`src/include/hist_macros.svh`:
```
`ifndef HIST_MACROS_SVH
`define HIST_MACROS_SVH

// tdc bin code, 16 bins
`define HB_BIN_W 4

// bin count, saturates at all ones
`define HB_COUNT_W 6

// pixel index, 4 pixels in the block
`define HB_PIXEL_W 2

// memory address is {pixel, bin}
`define HB_ADDR_W (`HB_PIXEL_W + `HB_BIN_W)

// readout word incl. padding
`define HB_WORD_W 16

`define HB_SAMPLES 4 // per pixel and acquisition
`define HB_ACQS 40   // per frame

`endif

```
`src/hist_pkg.sv`:
```
`default_nettype none

`include "hist_macros.svh"

package hist_pkg;

    typedef logic [`HB_BIN_W-1:0] bin_t;
    typedef logic [`HB_PIXEL_W-1:0] pixel_t;
    typedef logic [`HB_COUNT_W-1:0] count_t;
    typedef logic [`HB_ADDR_W-1:0] addr_t; // pixel in the upper bits

    // one word of the readout stream
    typedef struct packed {
        logic [`HB_WORD_W-`HB_ADDR_W-`HB_COUNT_W-1:0] rsvd; // always zero
        pixel_t pixel;
        bin_t bin;
        count_t count;
    } bin_word_t;

    // accepted sample in flight through the increment pipeline
    typedef struct packed {
        logic valid;
        pixel_t pixel;
        bin_t bin;
    } sample_t;

    typedef enum logic [2:0] {
        CLEAR,
        ACCUM,
        DRAIN,
        READOUT,
        DONE
    } hist_state_t;

endpackage

`default_nettype wire

```
`src/hist_bank.sv`:
```
`timescale 1ns/1ps
`default_nettype none

`include "hist_macros.svh"

module hist_bank
    import hist_pkg::*;
(
    input  logic      clk,
    input  logic      res,
    input  logic      acc_valid,
    input  bin_t      acc_bin,
    input  pixel_t    pixel,
    input  logic      clear_en,
    input  logic      read_en,
    input  addr_t     sweep_addr,
    output logic      bin_valid,
    output bin_word_t bin_word
);

    localparam int DEPTH = 1 << `HB_ADDR_W;

    count_t mem [DEPTH];

    sample_t s1;     // sample waiting for its write back
    count_t rd_q;    // count read for s1
    addr_t acc_addr;
    addr_t s1_addr;
    addr_t rd_addr;
    count_t rd_data;
    count_t s1_inc;
    logic fwd_hit;

    assign acc_addr = {pixel, acc_bin};
    assign s1_addr = {s1.pixel, s1.bin};

    // one read port, readout and accumulate never overlap
    assign rd_addr = read_en ? sweep_addr : acc_addr;
    assign rd_data = mem[rd_addr];

    // saturating increment
    assign s1_inc = (&rd_q) ? rd_q : count_t'(rd_q + 1'b1);

    // s1 writes the same bin on this edge, take its new count
    assign fwd_hit = s1.valid && (s1_addr == acc_addr);

    always_ff @(posedge clk or negedge res) begin
        if (!res) begin
            s1 <= '0;
            bin_valid <= 1'b0;
        end else begin
            s1.valid <= acc_valid;
            s1.pixel <= pixel;
            s1.bin <= acc_bin;
            bin_valid <= read_en;
        end
    end

    // stage one, read
    always_ff @(posedge clk) begin
        if (acc_valid) begin
            if (fwd_hit) begin
                rd_q <= s1_inc;
            end else begin
                rd_q <= rd_data;
            end
        end
    end

    // stage two, write back; clear shares the write port
    always_ff @(posedge clk) begin
        if (clear_en) begin
            mem[sweep_addr] <= '0;
        end else if (s1.valid) begin
            mem[s1_addr] <= s1_inc;
        end
    end

    // tagged readout word
    always_ff @(posedge clk) begin
        if (read_en) begin
            bin_word.rsvd <= '0;
            bin_word.pixel <= sweep_addr[`HB_ADDR_W-1:`HB_BIN_W];
            bin_word.bin <= sweep_addr[`HB_BIN_W-1:0];
            bin_word.count <= rd_data;
        end
    end

endmodule

`default_nettype wire

```
`src/hist_builder_top.sv`:
```
`timescale 1ns/1ps
`default_nettype none

module hist_builder_top
    import hist_pkg::*;
(
    input  logic      clk,
    input  logic      res,
    input  logic      sample_valid, // one-cycle strobe
    input  bin_t      sample_bin,
    output logic      busy,         // samples dropped while high
    output logic      bin_valid,
    output logic      frame_done,
    output bin_word_t bin_word
);

    logic sample_accept;
    logic frame_full;
    logic sweep_en;
    logic sweep_clr;
    logic sweep_last;
    logic clear_en;
    logic read_en;
    pixel_t pixel;
    addr_t sweep_addr;

    assign sample_accept = sample_valid & ~busy;

    hist_ctrl_fsm u_hist_ctrl_fsm (
        .clk        (clk),
        .res        (res),
        .frame_full (frame_full),
        .sweep_last (sweep_last),
        .busy       (busy),
        .sweep_en   (sweep_en),
        .sweep_clr  (sweep_clr),
        .clear_en   (clear_en),
        .read_en    (read_en),
        .frame_done (frame_done)
    );

    hist_counters u_hist_counters (
        .clk           (clk),
        .res           (res),
        .sample_accept (sample_accept),
        .sweep_en      (sweep_en),
        .sweep_clr     (sweep_clr),
        .pixel         (pixel),
        .frame_full    (frame_full),
        .sweep_last    (sweep_last),
        .sweep_addr    (sweep_addr)
    );

    hist_bank u_hist_bank (
        .clk        (clk),
        .res        (res),
        .acc_valid  (sample_accept),
        .acc_bin    (sample_bin),
        .pixel      (pixel),
        .clear_en   (clear_en),
        .read_en    (read_en),
        .sweep_addr (sweep_addr),
        .bin_valid  (bin_valid),
        .bin_word   (bin_word)
    );

endmodule

`default_nettype wire

```
`src/hist_counters.sv`:
```
`timescale 1ns/1ps
`default_nettype none

`include "hist_macros.svh"

module hist_counters
    import hist_pkg::*;
(
    input  logic   clk,
    input  logic   res,
    input  logic   sample_accept,
    input  logic   sweep_en,
    input  logic   sweep_clr,
    output pixel_t pixel,
    output logic   frame_full,
    output logic   sweep_last,
    output addr_t  sweep_addr
);

    localparam int SAMPLE_W = (`HB_SAMPLES > 1) ? $clog2(`HB_SAMPLES) : 1;
    localparam int ACQ_W = (`HB_ACQS > 1) ? $clog2(`HB_ACQS) : 1;

    logic [SAMPLE_W-1:0] sample_cnt;
    logic [ACQ_W-1:0] acq_cnt;
    logic last_sample;
    logic last_pixel;
    logic last_acq;

    assign last_sample = (sample_cnt == SAMPLE_W'(`HB_SAMPLES - 1));
    assign last_pixel = &pixel; // pixel count is a power of two
    assign last_acq = (acq_cnt == ACQ_W'(`HB_ACQS - 1));

    assign frame_full = sample_accept & last_sample & last_pixel & last_acq;

    // sample -> pixel -> acquisition
    always_ff @(posedge clk or negedge res) begin
        if (!res) begin
            sample_cnt <= '0;
            pixel <= '0;
            acq_cnt <= '0;
        end else if (sample_accept) begin
            if (last_sample) begin
                sample_cnt <= '0;
                pixel <= pixel + 1'b1; // wraps to 0
                if (last_pixel) begin
                    if (last_acq) begin
                        acq_cnt <= '0;
                    end else begin
                        acq_cnt <= acq_cnt + 1'b1;
                    end
                end
            end else begin
                sample_cnt <= sample_cnt + 1'b1;
            end
        end
    end

    // address sweep for clear and readout
    always_ff @(posedge clk or negedge res) begin
        if (!res) begin
            sweep_addr <= '0;
        end else if (sweep_clr) begin
            sweep_addr <= '0;
        end else if (sweep_en) begin
            sweep_addr <= sweep_addr + 1'b1;
        end
    end

    assign sweep_last = sweep_en & (&sweep_addr);

endmodule

`default_nettype wire

```
`src/hist_ctrl_fsm.sv`:
```
`timescale 1ns/1ps
`default_nettype none

module hist_ctrl_fsm
    import hist_pkg::*;
(
    input  logic clk,
    input  logic res,
    input  logic frame_full, // last sample of the frame accepted
    input  logic sweep_last,
    output logic busy,
    output logic sweep_en,
    output logic sweep_clr,
    output logic clear_en,
    output logic read_en,
    output logic frame_done
);

    hist_state_t state;
    hist_state_t state_nxt;
    logic drain_cnt; // two cycles in DRAIN

    always_ff @(posedge clk or negedge res) begin
        if (!res) begin
            state <= CLEAR;
            drain_cnt <= 1'b0;
            busy <= 1'b1;
            frame_done <= 1'b0;
        end else begin
            state <= state_nxt;
            if (state == DRAIN) begin
                drain_cnt <= ~drain_cnt;
            end else begin
                drain_cnt <= 1'b0;
            end
            busy <= (state_nxt != ACCUM);
            // one cycle behind the last bin_valid
            frame_done <= (state == DONE);
        end
    end

    always_comb begin
        state_nxt = state;
        case (state)
            CLEAR: begin
                if (sweep_last) begin
                    state_nxt = ACCUM;
                end
            end
            ACCUM: begin
                if (frame_full) begin
                    state_nxt = DRAIN;
                end
            end
            DRAIN: begin
                // let the last increment retire
                if (drain_cnt) begin
                    state_nxt = READOUT;
                end
            end
            READOUT: begin
                if (sweep_last) begin
                    state_nxt = DONE;
                end
            end
            DONE: begin
                state_nxt = CLEAR;
            end
            default: begin
                state_nxt = CLEAR;
            end
        endcase
    end

    assign clear_en = (state == CLEAR);
    assign read_en = (state == READOUT);
    assign sweep_en = clear_en | read_en;

    // restart the address sweep on the way into a sweeping state
    assign sweep_clr = (state_nxt != state) &&
                       ((state_nxt == CLEAR) || (state_nxt == READOUT));

endmodule

`default_nettype wire

```
`config.mk`:
```
export PLATFORM = sky130hd
export DESIGN_NAME = hist_builder_top
export DESIGN_NICKNAME = d
export VERILOG_FILES = /design/src/hist_pkg.sv /design/src/hist_bank.sv /design/src/hist_builder_top.sv /design/src/hist_counters.sv /design/src/hist_ctrl_fsm.sv
export VERILOG_INCLUDE_DIRS = /design/src /design/src/include
export SDC_FILE = /design/constraint.sdc
export NUM_CORES = 1
export LEC_CHECK = 0
export ABC_AREA = 1
export CAP_MARGIN = 0
export CELL_PAD_IN_SITES_DETAIL_PLACEMENT = 1
export CELL_PAD_IN_SITES_GLOBAL_PLACEMENT = 1
export CORE_UTILIZATION = 55
export CTS_CLUSTER_SIZE = 30
export DETAILED_ROUTE_END_ITERATION = 7
export DONT_BUFFER_PORTS = 1
export PLACE_DENSITY_LB_ADDON = 0.12
export SYNTH_ARGS = -nofsm -noshare
export SYNTH_HDL_FRONTEND = slang
export SYNTH_SLANG_ARGS = --single-unit
```
`constraint.sdc`:
```
create_clock -name clk -period 5.2 [get_ports clk]
set_input_delay 0.52 -clock clk [delete_from_list [all_inputs] [get_ports clk]]
set_output_delay 0.52 -clock clk [all_outputs]
set_load 0.02 [all_outputs]
```
==> impl_metrics.py, run 1 <==
metrics = {
    "sta": {
        "fmax_ghz": 0.252,
        "fin_hold_ws_ns": 0.212,
        "setup_viol": 0,
        "skew_ns": 0.0248,
        "slew_viol_final": 0,
        "slew_headroom": 0.142,
        "finalSetupTns_ns": 0,
        "fin_crit_sh": 0.762,
        "min_period_ns": 3.96,
        "worst_pin_slew_ns": 1.28,
        "rsz0062_at_grt": "false",
        "finalHoldViolCount": 0,
    },
    "grt": {
        "overflow": 0,
        "top_usage_layer": "met2",
        "met2_usage": 0.536,
        "grt_max_degree": 80,
        "grt_use_met3": 0.0469,
        "grt_pass1_wl_um": 83900,
        "grt_pass1_vias": 14600,
        "grt_use_total": 0.315,
        "grtUsageMet1": 0.396,
        "antenna_found_initial": 0,
    },
    "cts": {
        "cts_tree": "yes",
        "clk_pin_slew_ns": 0.06,
        "htreeDepth": 2,
        "clockRootBuffer": "clkbuf_16",
        "cts_resized": 0,
        "clock_latency_ns": 0.58,
        "cts_buffers": 46,
        "clock_sinks": 432,
        "clock_path_buffers": 3,
    },
    "synth": {
        "synth_flop_cell": "edfxtp_1",
        "synth_seq_cells": 432,
        "netlist-cell-type-count": 40,
        "synthCells": 1921,
        "synth_seq_area_share": 0.659,
        "synth_edf_count": 402,
        "postSynthAreaPerCell_um2": 10.1,
        "async_reset_ff_frac": 0.0694,
        "synth.cell_area_um2": 19500,
        "ys_warn_count": 0,
    },
    "routing": {
        "drtAntennaViolNets": 0,
        "viasPerCell": 5.69,
        "drt-wirelength-per-cell_um": 23.0,
        "wirelength_um": 55300,
        "first_iter_violations": 1133,
        "first_pass_iters": 5,
        "route.detailed.drc": 0,
        "vias": 13700,
    },
    "worst_setup_path": {
        "r2r-end": "u_hist_bank.mem[18][5]",
        "critPathCaptureType": "flip-flop",
        "crit_required_ns": 5.39,
        "crit_arrival_ns": 4.16,
        "r2r_slack_ns": 1.24,
        "timing.critical_path.from": "u_hist_ctrl_fsm.state[0]",
        "critPathKind": "flip-flop to flip-flop",
        "r2r-start": "u_hist_ctrl_fsm.state[0]",
        "cp-start-kind": "flip-flop",
        "critPathCapture": "u_hist_bank.mem[18][5]",
        "r2r_cells": 7,
        "crit_fanout": 18,
    },
    "status": {
        "run_status": "finished, final reports clean",
    },
    "flow_run": {
        "drv_cap": 0,
    },
    "die": {
        "start_util": 0.560,
        "core_um2": 34700,
        "io_pins": 26,
        "die_area_um2": 36100,
        "die_h_um": 190,
        "fp-row-count": 68,
        "die_w_um": 190,
    },
    "placement": {
        "hpwl_um": 33300,
        "io_buffers": 0,
        "placed_cell_area_um2": 19900,
        "gp_congestion": 0.851,
        "place_inst": 2314,
    },
    "finish": {
        "final_layout_size_suffix_gt1_frac": 0.0630,
        "final_nets": 1925,
        "n_antenna_cell": 0,
        "final_area_um2": 21500,
        "finalNonFillerCells": 2406,
        "area_delta_synth_final_pct": 10.4,
    },
    "min_path": {
        "hold_class": "input port to flip-flop",
    },
    "power": {
        "vdd.ir_drop.worst_v": 0.000274,
        "leakage_nw": 9.45,
        "power_density_nw_per_um2": 342,
    },
}
==> kinds of logic (layout without fill, tap and decap cells) <==
logic type               after synthesis  count (layout)  synth area share
AO/OA/AOI/OAI                         36              36            0.0122
XOR/XNOR                              10              10           0.00450
adder cells (fa/ha/maj)                5               5           0.00322
buffers and inverters                470             497            0.0988
flip-flops                           432             432             0.659
multiplexers                           2               2           0.00116
other                                  1               4          0.000193
AND/OR/NAND/NOR                      965             965             0.221
==> cells in the mapped netlist, types with 2 or more instances <==
| master | count | share of area |
|---|---|---|
| a2111oi_0 | 2 | 0.00090 |
| a21oi_1 | 6 | 0.0015 |
| buf_1 | 3 | 0.00058 |
| buf_2 | 33 | 0.0085 |
| buf_4 | 31 | 0.012 |
| clkbuf_1 | 20 | 0.0039 |
| dfrtp_1 | 29 | 0.037 |
| edfxtp_1 | 402 | 0.62 |
| ha_1 | 5 | 0.0032 |
| inv_1 | 382 | 0.074 |
| mux2_2 | 2 | 0.0012 |
| nand2_1 | 439 | 0.085 |
| nand3_1 | 384 | 0.099 |
| nand3b_1 | 24 | 0.0093 |
| nand4_1 | 9 | 0.0029 |
| nor2_1 | 85 | 0.016 |
| nor2_2 | 2 | 0.00064 |
| nor3_1 | 4 | 0.0010 |
| nor4_1 | 8 | 0.0026 |
| o21a_1 | 4 | 0.0015 |
| o21ai_0 | 8 | 0.0021 |
| o21ai_1 | 5 | 0.0013 |
| o21ai_2 | 5 | 0.0023 |
| o22ai_1 | 2 | 0.00064 |
| or2_2 | 4 | 0.0013 |
| xnor2_1 | 3 | 0.0014 |
| xor2_1 | 7 | 0.0032 |
==> per-stage QoR <==
stage | util | total power [mW] | setup slack (ns)
after global placement | 0.571 | 4.07 | 1.48
after floorplan | - | 4.01 | 1.64
after global routing | 0.619 | 7.49 | 1.11
after detailed placement | 0.573 | 4.08 | 1.44
after CTS | 0.619 | 7.36 | 1.35
final | 0.619 | 7.35 | 1.24
==> repair_timing <==
item	CTS	global route
setup buffers	0	0
endpoints found under the hold margin	34	0
hold buffers	6	0
==> power breakdown <==
| part | total [mW] | switching (mW) | leakage [nW] | internal, mW |
|---|---|---|---|---|
| logic | 0.273 | 0.198 | 5.31 | 0.0756 |
| registers | 3.75 | 0.00269 | 3.39 | 3.75 |
| clock network | 3.32 | 1.33 | 0.744 | 1.99 |
==> worst max-delay path, cell delays in order, from the launching register on <==
cell and delay, ns:
dfrtp_1 0.47, nor2_1 0.22, nand2_1 0.25, nand2_2 0.49, o21ai_2 0.25, inv_1 0.31
nand4_1 0.80, nor2_1 0.79
==> worst min path at each step <==
stage	from	to	slack (ns)	depth (start not counted)
2_1_floorplan	res	u_hist_bank.bin_valid	0.22	0
3_3_place_gp	res	u_hist_counters.sweep_addr[3]	0.22	0
3_5_place_dp	res	u_hist_counters.sweep_addr[3]	0.22	0
4_1_cts	sample_valid	u_hist_bank.s1[6]	0.19	2
5_1_grt	sample_valid	u_hist_bank.s1[6]	0.22	2
6_report	sample_valid	u_hist_bank.s1[6]	0.21	2
==> routing by layer <==
metal,vias up,wire length [um]
met5,-,0
met4,0,2520
met3,150,3260
met2,471,27200
met1,6836,22300
li1,6241,-
==> placed cells by master (no fill, tap or decap), types with 11 or more instances in the layout <==
master	n
nand2_1	437
edfxtp_1	402
nand3_1	384
inv_1	382
nor2_1	80
clkbuf_16	49
dfrtp_1	29
nand3b_1	24
buf_4	20
clkinv_1	12
clkbuf_1	11
==> flip-flops by register name (all words and copies together), names as in the netlist <==
register,cells
u_hist_bank.bin_word,12
u_hist_bank.s1,7
u_hist_counters.sample_cnt,2
u_hist_counters.acq_cnt,6
u_hist_bank.rd_q,6
u_hist_ctrl_fsm.state,3
u_hist_ctrl_fsm.frame_done,1
u_hist_ctrl_fsm.drain_cnt,1
u_hist_bank.mem,384
u_hist_counters.sweep_addr,6
u_hist_bank.bin_valid,1
u_hist_ctrl_fsm.busy,1
u_hist_counters.pixel,2
==> final cells by class <==
type | count | area, um2
Clock buffer | 62 | 1290
Clock inverter | 24 | 233
Fill cell | 3760 | 13200
Inverter | 383 | 1440
Multi-Input combinational cell | 1022 | 4860
Sequential cell | 432 | 12800
Tap cell | 455 | 569
Timing Repair Buffer | 28 | 260
Power figures use the tool's default switching activity.
==> inputs of run 2 (changes only) <==
ABC_AREA = 0   (was 1)
CORE_UTILIZATION = 48   (was 55)
clock period = 3.3 ns   (was 5.2 ns; I/O delays follow)
==> impl_metrics.py, run 2 <==
metrics = {
    "sta": {
        "finalHoldViolCount": 0,
        "fin_hold_ws_ns": 0.130,
        "fmax_ghz": 0.319,
        "rsz0062_at_grt": "false",
        "min_period_ns": 3.14,
        "skew_ns": 0.0177,
        "setup_viol": 0,
        "finalSetupTns_ns": 0,
        "slew_viol_final": 0,
        "worst_pin_slew_ns": 0.855,
        "slew_headroom": 0.428,
        "setup_slack_ns": 0.165,
        "fin_crit_sh": 0.950,
    },
    "synth": {
        "synth_most_common_cell": "edfxtp_1",
        "synth_top_cell_area_share": 0.668,
        "synth_edf_count": 402,
        "synthCells": 1303,
        "synth.cell_area_um2": 18100,
        "synthTopCellsByCount": "edfxtp_1 (402), nand2_1 (243), nor2_1 (105)",
        "synth_flop_cell": "edfxtp_1",
        "synth.largest_area_cell": "edfxtp_1",
        "synth_seq_area_share": 0.709,
        "netlist_top_cells_area": "edfxtp_1 (67%), mux2i_1 (5.5%), nand2_1 (5.0%)",
        "netlist-cell-type-count": 71,
        "postSynthAreaPerCell_um2": 13.9,
        "async_reset_ff_frac": 0.0694,
        "synth_seq_cells": 432,
        "ys_warn_count": 0,
    },
    "cts": {
        "clk_pin_slew_ns": 0.06,
        "clock_sinks": 432,
        "cts_buffers": 45,
        "htreeDepth": 2,
        "cts_tree": "yes",
        "clockRootBuffer": "clkbuf_16",
        "clock_path_buffers": 3,
        "clock_latency_ns": 0.58,
    },
    "placement": {
        "gp_congestion": 0.888,
        "place_ws_ns": -0.0375,
        "io_buffers": 0,
        "place_inst": 1878,
        "hpwl_um": 34200,
    },
    "routing": {
        "viasPerCell": 5.86,
        "drt-wirelength-per-cell_um": 26.2,
        "first_pass_iters": 5,
        "route.detailed.drc": 0,
        "drtAntennaViolNets": 0,
        "first_iter_violations": 933,
        "wirelength_um": 51600,
        "vias": 11500,
    },
    "die": {
        "io_pins": 26,
        "core_um2": 36900,
        "fp-row-count": 70,
        "start_util": 0.490,
        "die_area_um2": 38400,
        "die_h_um": 196,
        "die_w_um": 196,
    },
    "finish": {
        "area_delta_synth_final_pct": 16.8,
        "final_common_cell": "edfxtp_1",
        "top_regs": "u_hist_bank.mem (384), u_hist_bank.bin_word (12), u_hist_bank.s1 (7)",
        "final_layout_size_suffix_gt1_frac": 0.164,
        "final_nets": 1442,
        "multi_input_area_um2": 4900,
        "n_antenna_cell": 0,
        "final_util": 0.572,
        "largest_reg_flops": 384,
        "seq_area_um2": 12800,
        "top_register": "u_hist_bank.mem",
        "fill_cells": 3532,
        "final_cell_mix": "edfxtp_1 (402), nand2_1 (243), buf_4 (125)",
        "finalNonFillerCells": 1968,
    },
    "power": {
        "pwr-share-comb": 0.147,
        "power_density_nw_per_um2": 654,
        "leakage_nw": 7.65,
        "vdd.ir_drop.worst_v": 0.000639,
        "pwr-share-seq": 0.486,
        "netSwitchingPower_mw": 3.61,
        "sw_frac_of_total": 0.262,
        "internal-power_mw": 10.2,
        "clock_power_share": 0.367,
    },
    "status": {
        "run_status": "finished, final reports clean",
    },
    "worst_setup_path": {
        "critPathCaptureType": "flip-flop",
        "crit_arrival_ns": 3.47,
        "crit_required_ns": 3.63,
        "crit_fanout": 11,
        "cp-start-kind": "flip-flop",
        "critPathKind": "flip-flop to flip-flop",
    },
    "grt": {
        "grt_pass1_wl_um": 76500,
        "grt_use_total": 0.273,
        "grt_max_degree": 73,
        "grt_pass1_vias": 11900,
        "overflow": 0,
        "antenna_found_initial": 0,
    },
    "min_path": {
        "hold_class": "input port to flip-flop",
    },
    "flow_run": {
        "drv_cap": 0,
    },
}
[run 2: layout make-up]
type,count,area share
multi-input combinational,801,0.232
clock buffer,56,0.0573
clock inverter,25,0.0116
inverter,5,0.000889
timing repair buffer,145,0.0609
sequential,432,0.607
tap,504,0.0299
[run 2: critical path: stages, from the launching register on]
cell and delay (ns):
dfrtp_1 0.38, nand3b_4 0.32, buf_4 0.27, mux2i_4 0.20, buf_4 0.20, nor2_1 0.17, nand2_1 0.24, o22ai_1 0.41
nor4_1 0.14, buf_4 0.17, and2_1 0.16, a211o_1 0.23
[run 2: cells by family after synthesis]
logic type | after synthesis | share of synthesized area
AND/OR/NAND/NOR | 503 | 0.122
flip-flops | 432 | 0.709
AO/OA/AOI/OAI | 150 | 0.0584
multiplexers | 122 | 0.0740
buffers and inverters | 73 | 0.0241
XOR/XNOR | 17 | 0.00824
adder cells (fa/ha/maj) | 5 | 0.00346
other | 1 | 0.000207
[run 2: routing by layer]
layer	vias to the layer above	share of wire	track usage
li1	5149	-	-
met1	5958	0.42	0.358
met2	332	0.49	0.455
met3	102	0.051	0.0411
met4	0	0.039	0.114
met5	-	0	0
[run 2: final timing paths]
check	end	slack, ns	cells after the start	start
setup / recovery	u_hist_bank.bin_word[1]	0.16	11	u_hist_ctrl_fsm.state[2]
hold / removal	u_hist_bank.s1[6]	0.13	2	sample_valid
setup reg to reg	u_hist_bank.bin_word[1]	0.16	11	u_hist_ctrl_fsm.state[2]
hold reg to reg	u_hist_ctrl_fsm.drain_cnt	0.47	1	u_hist_ctrl_fsm.drain_cnt
max in group asynchronous	u_hist_ctrl_fsm.busy	2.86	2	res
min in group asynchronous	u_hist_counters.acq_cnt[2]	0.20	2	res
[run 2: power by group through the flow]
stage / logic, mW / clock network (mW) / registers, mW
6_report: 2.03 / 5.07 / 6.71
5_1_grt: 2.17 / 5.32 / 6.72
4_1_cts: 2.02 / 5.15 / 6.71
3_5_place_dp: 1.98 / 0 / 6.82
3_3_place_gp: 1.92 / 0 / 6.80
2_1_floorplan: 1.09 / 0 / 6.80
[run 2: stage by stage]
stage | cell area [um2] | total power, mW
2_1_floorplan | 18100 | 7.89
3_3_place_gp | 19500 | 8.72
3_5_place_dp | 19500 | 8.80
4_1_cts | 21100 | 13.9
5_1_grt | 21100 | 14.2
6_report | 21100 | 13.8
[run 2: timing repair]
item	4_1_cts	5_1_grt
resized for setup	1	3
gates cloned	0	1
endpoints found under the setup margin	2	18
setup buffers	0	2
hold buffers	6	0
hold endpoints to repair	34	0
==> inputs of run 3 (changes only) <==
SETUP_SLACK_MARGIN = 0.3   (was unset)
==> impl_metrics.py, run 3 (same netlist as run 2, synthesis figures left out) <==
metrics = {
    "worst_setup_path": {
        "r2r-end": "u_hist_bank.bin_word[3]",
        "critPathKind": "flip-flop to flip-flop",
        "r2r_cells": 10,
        "critPathBufInv": 2,
        "crit_slowest_cell": "o22ai_1",
        "r2r_slack_ns": 0.30,
        "r2r-start": "u_hist_ctrl_fsm.state[2]",
        "worstPathCellList": "nand3b_4 -> buf_12 -> mux2i_4 -> buf_4 -> nor2_1 -> nand2_1 -> o22ai_1 -> nor3_2 -> a31oi_1 -> a21oi_1",
        "critPathCaptureType": "flip-flop",
        "crit_fanout": 11,
        "crit_required_ns": 3.57,
        "cpPeakStageDelay_ns": 0.42,
        "crit_arrival_ns": 3.28,
        "cp_top_family": "compound AO/OA/AOI/OAI gates",
        "cp-start-kind": "flip-flop",
    },
    "finish": {
        "largest_reg_flops": 384,
        "final_area_um2": 21300,
        "multi_input_area_um2": 5030,
        "final_util": 0.578,
        "final_common_cell": "edfxtp_1",
        "area_delta_synth_final_pct": 17.9,
        "seq_area_um2": 12800,
        "final_layout_size_suffix_gt1_frac": 0.186,
        "top_register": "u_hist_bank.mem",
        "final_nets": 1450,
        "top_regs": "u_hist_bank.mem (384), u_hist_bank.bin_word (12), u_hist_bank.s1 (7)",
        "fill_cells": 3534,
        "finalNonFillerCells": 1977,
        "n_antenna_cell": 0,
        "final_cell_mix": "edfxtp_1 (402), nand2_1 (242), buf_4 (130)",
    },
    "sta": {
        "setup_slack_ns": 0.297,
        "rsz0062_at_grt": "true",
        "slew_headroom": 0.537,
        "fin_hold_ws_ns": 0.149,
        "skew_ns": 0.0166,
        "finalHoldViolCount": 0,
        "setup_viol": 0,
        "finalSetupTns_ns": 0,
        "fmax_ghz": 0.333,
        "min_period_ns": 3.00,
        "worst_pin_slew_ns": 0.689,
        "slew_viol_final": 0,
        "fin_crit_sh": 0.910,
    },
    "placement": {
        "hpwl_um": 33700,
        "io_buffers": 0,
        "placed_cell_area_um2": 19500,
        "place_inst": 1873,
        "gp_congestion": 0.882,
        "place_ws_ns": -0.000107,
    },
    "cts": {
        "cts_buffers": 45,
        "clock_sinks": 432,
        "cts_tree": "yes",
        "clock_latency_ns": 0.57,
        "clk_pin_slew_ns": 0.06,
        "clockRootBuffer": "clkbuf_16",
        "htreeDepth": 2,
        "clock_path_buffers": 3,
    },
    "routing": {
        "route.detailed.drc": 0,
        "vias": 11500,
        "first_iter_violations": 868,
        "viasPerCell": 5.83,
        "drt-wirelength-per-cell_um": 26.0,
        "wirelength_um": 51400,
        "drtAntennaViolNets": 0,
        "first_pass_iters": 5,
    },
    "die": {
        "die_w_um": 196,
        "core_um2": 36900,
        "die_h_um": 196,
        "start_util": 0.490,
        "io_pins": 26,
        "fp-row-count": 70,
        "die_area_um2": 38400,
    },
    "min_path": {
        "min_delay_worst_endpoint": "u_hist_bank.s1[6]",
        "hold-path-cell-count": 2,
        "min_from": "sample_valid",
        "hold_class": "input port to flip-flop",
    },
    "flow_run": {
        "drv_cap": 0,
    },
    "power": {
        "power_density_nw_per_um2": 643,
        "p_total_mw": 13.7,
        "vdd.ir_drop.worst_v": 0.000443,
        "leakage_nw": 7.73,
    },
    "grt": {
        "grt_use_total": 0.271,
        "antenna_found_initial": 0,
        "grt_max_degree": 65,
        "grt_pass1_vias": 12100,
        "grt_pass1_wl_um": 75900,
        "overflow": 0,
    },
    "status": {
        "run_status": "finished, final reports clean",
    },
}
[run 3: changes by cell type in the layout (fill, tap and decap cells not counted), sizes merged]
cell      previous run  this run
clkinv              17        26
buf                139       146
clkbuf              57        53
bufinv               5         3
clkinvlp             2         1
[run 3: layer usage]
layer	track usage	wire [um]	up-vias
met5	0	0	-
met4	0.0972	1530	0
li1	-	-	5156
met1	0.356	22100	6010
met3	0.0359	2220	85
met2	0.463	25500	281
[run 3: area by class of cell]
class	count	share of cell area
clock buffer	51	0.0559
clock inverter	31	0.0105
inverter	5	0.000881
multi-input combinational	801	0.236
sequential	432	0.602
tap	504	0.0296
timing repair buffer	153	0.0652
[run 3: timing repair]
item | 4_1_cts | 5_1_grt
hold endpoints to repair | 34 | 0
hold buffers | 6 | 0
resized for setup | 11 | 23
buffers inserted | 9 | 5
gates cloned | 0 | 2
endpoints found under the setup margin | 12 | 35
pin swaps | 0 | 4
[run 3: power breakdown]
group / internal, mW / total (mW) / leakage [nW] / switching (mW)
logic: 0.636 / 2.09 / 2.98 / 1.45
clock network: 2.82 / 4.91 / 0.707 / 2.09
registers: 6.59 / 6.70 / 4.04 / 0.113
[run 3: worst max path at each step]
stage	startpoint	to	slack [ns]	cells past startpoint
finish	u_hist_ctrl_fsm.state[2]	u_hist_bank.bin_word[3]	0.30	10
global route	u_hist_ctrl_fsm.state[0]	u_hist_bank.rd_q[3]	0.27	12
CTS	u_hist_ctrl_fsm.state[2]	u_hist_bank.bin_word[3]	0.33	11
detailed placement	u_hist_ctrl_fsm.state[2]	u_hist_bank.bin_word[4]	-0.0001	10
global placement	u_hist_ctrl_fsm.state[2]	u_hist_bank.bin_word[4]	0.19	10
floorplan	u_hist_ctrl_fsm.state[1]	u_hist_bank.mem[0][4]	0.17	5
[run 3: worst register-to-register path, cell delays in order, from the launching register on]
cell and delay (ns):
dfrtp_1 0.38, nand3b_4 0.30, buf_12 0.21, mux2i_4 0.19
buf_4 0.21, nor2_1 0.18, nand2_1 0.27, o22ai_1 0.42
nor3_2 0.10, a31oi_1 0.31, a21oi_1 0.15
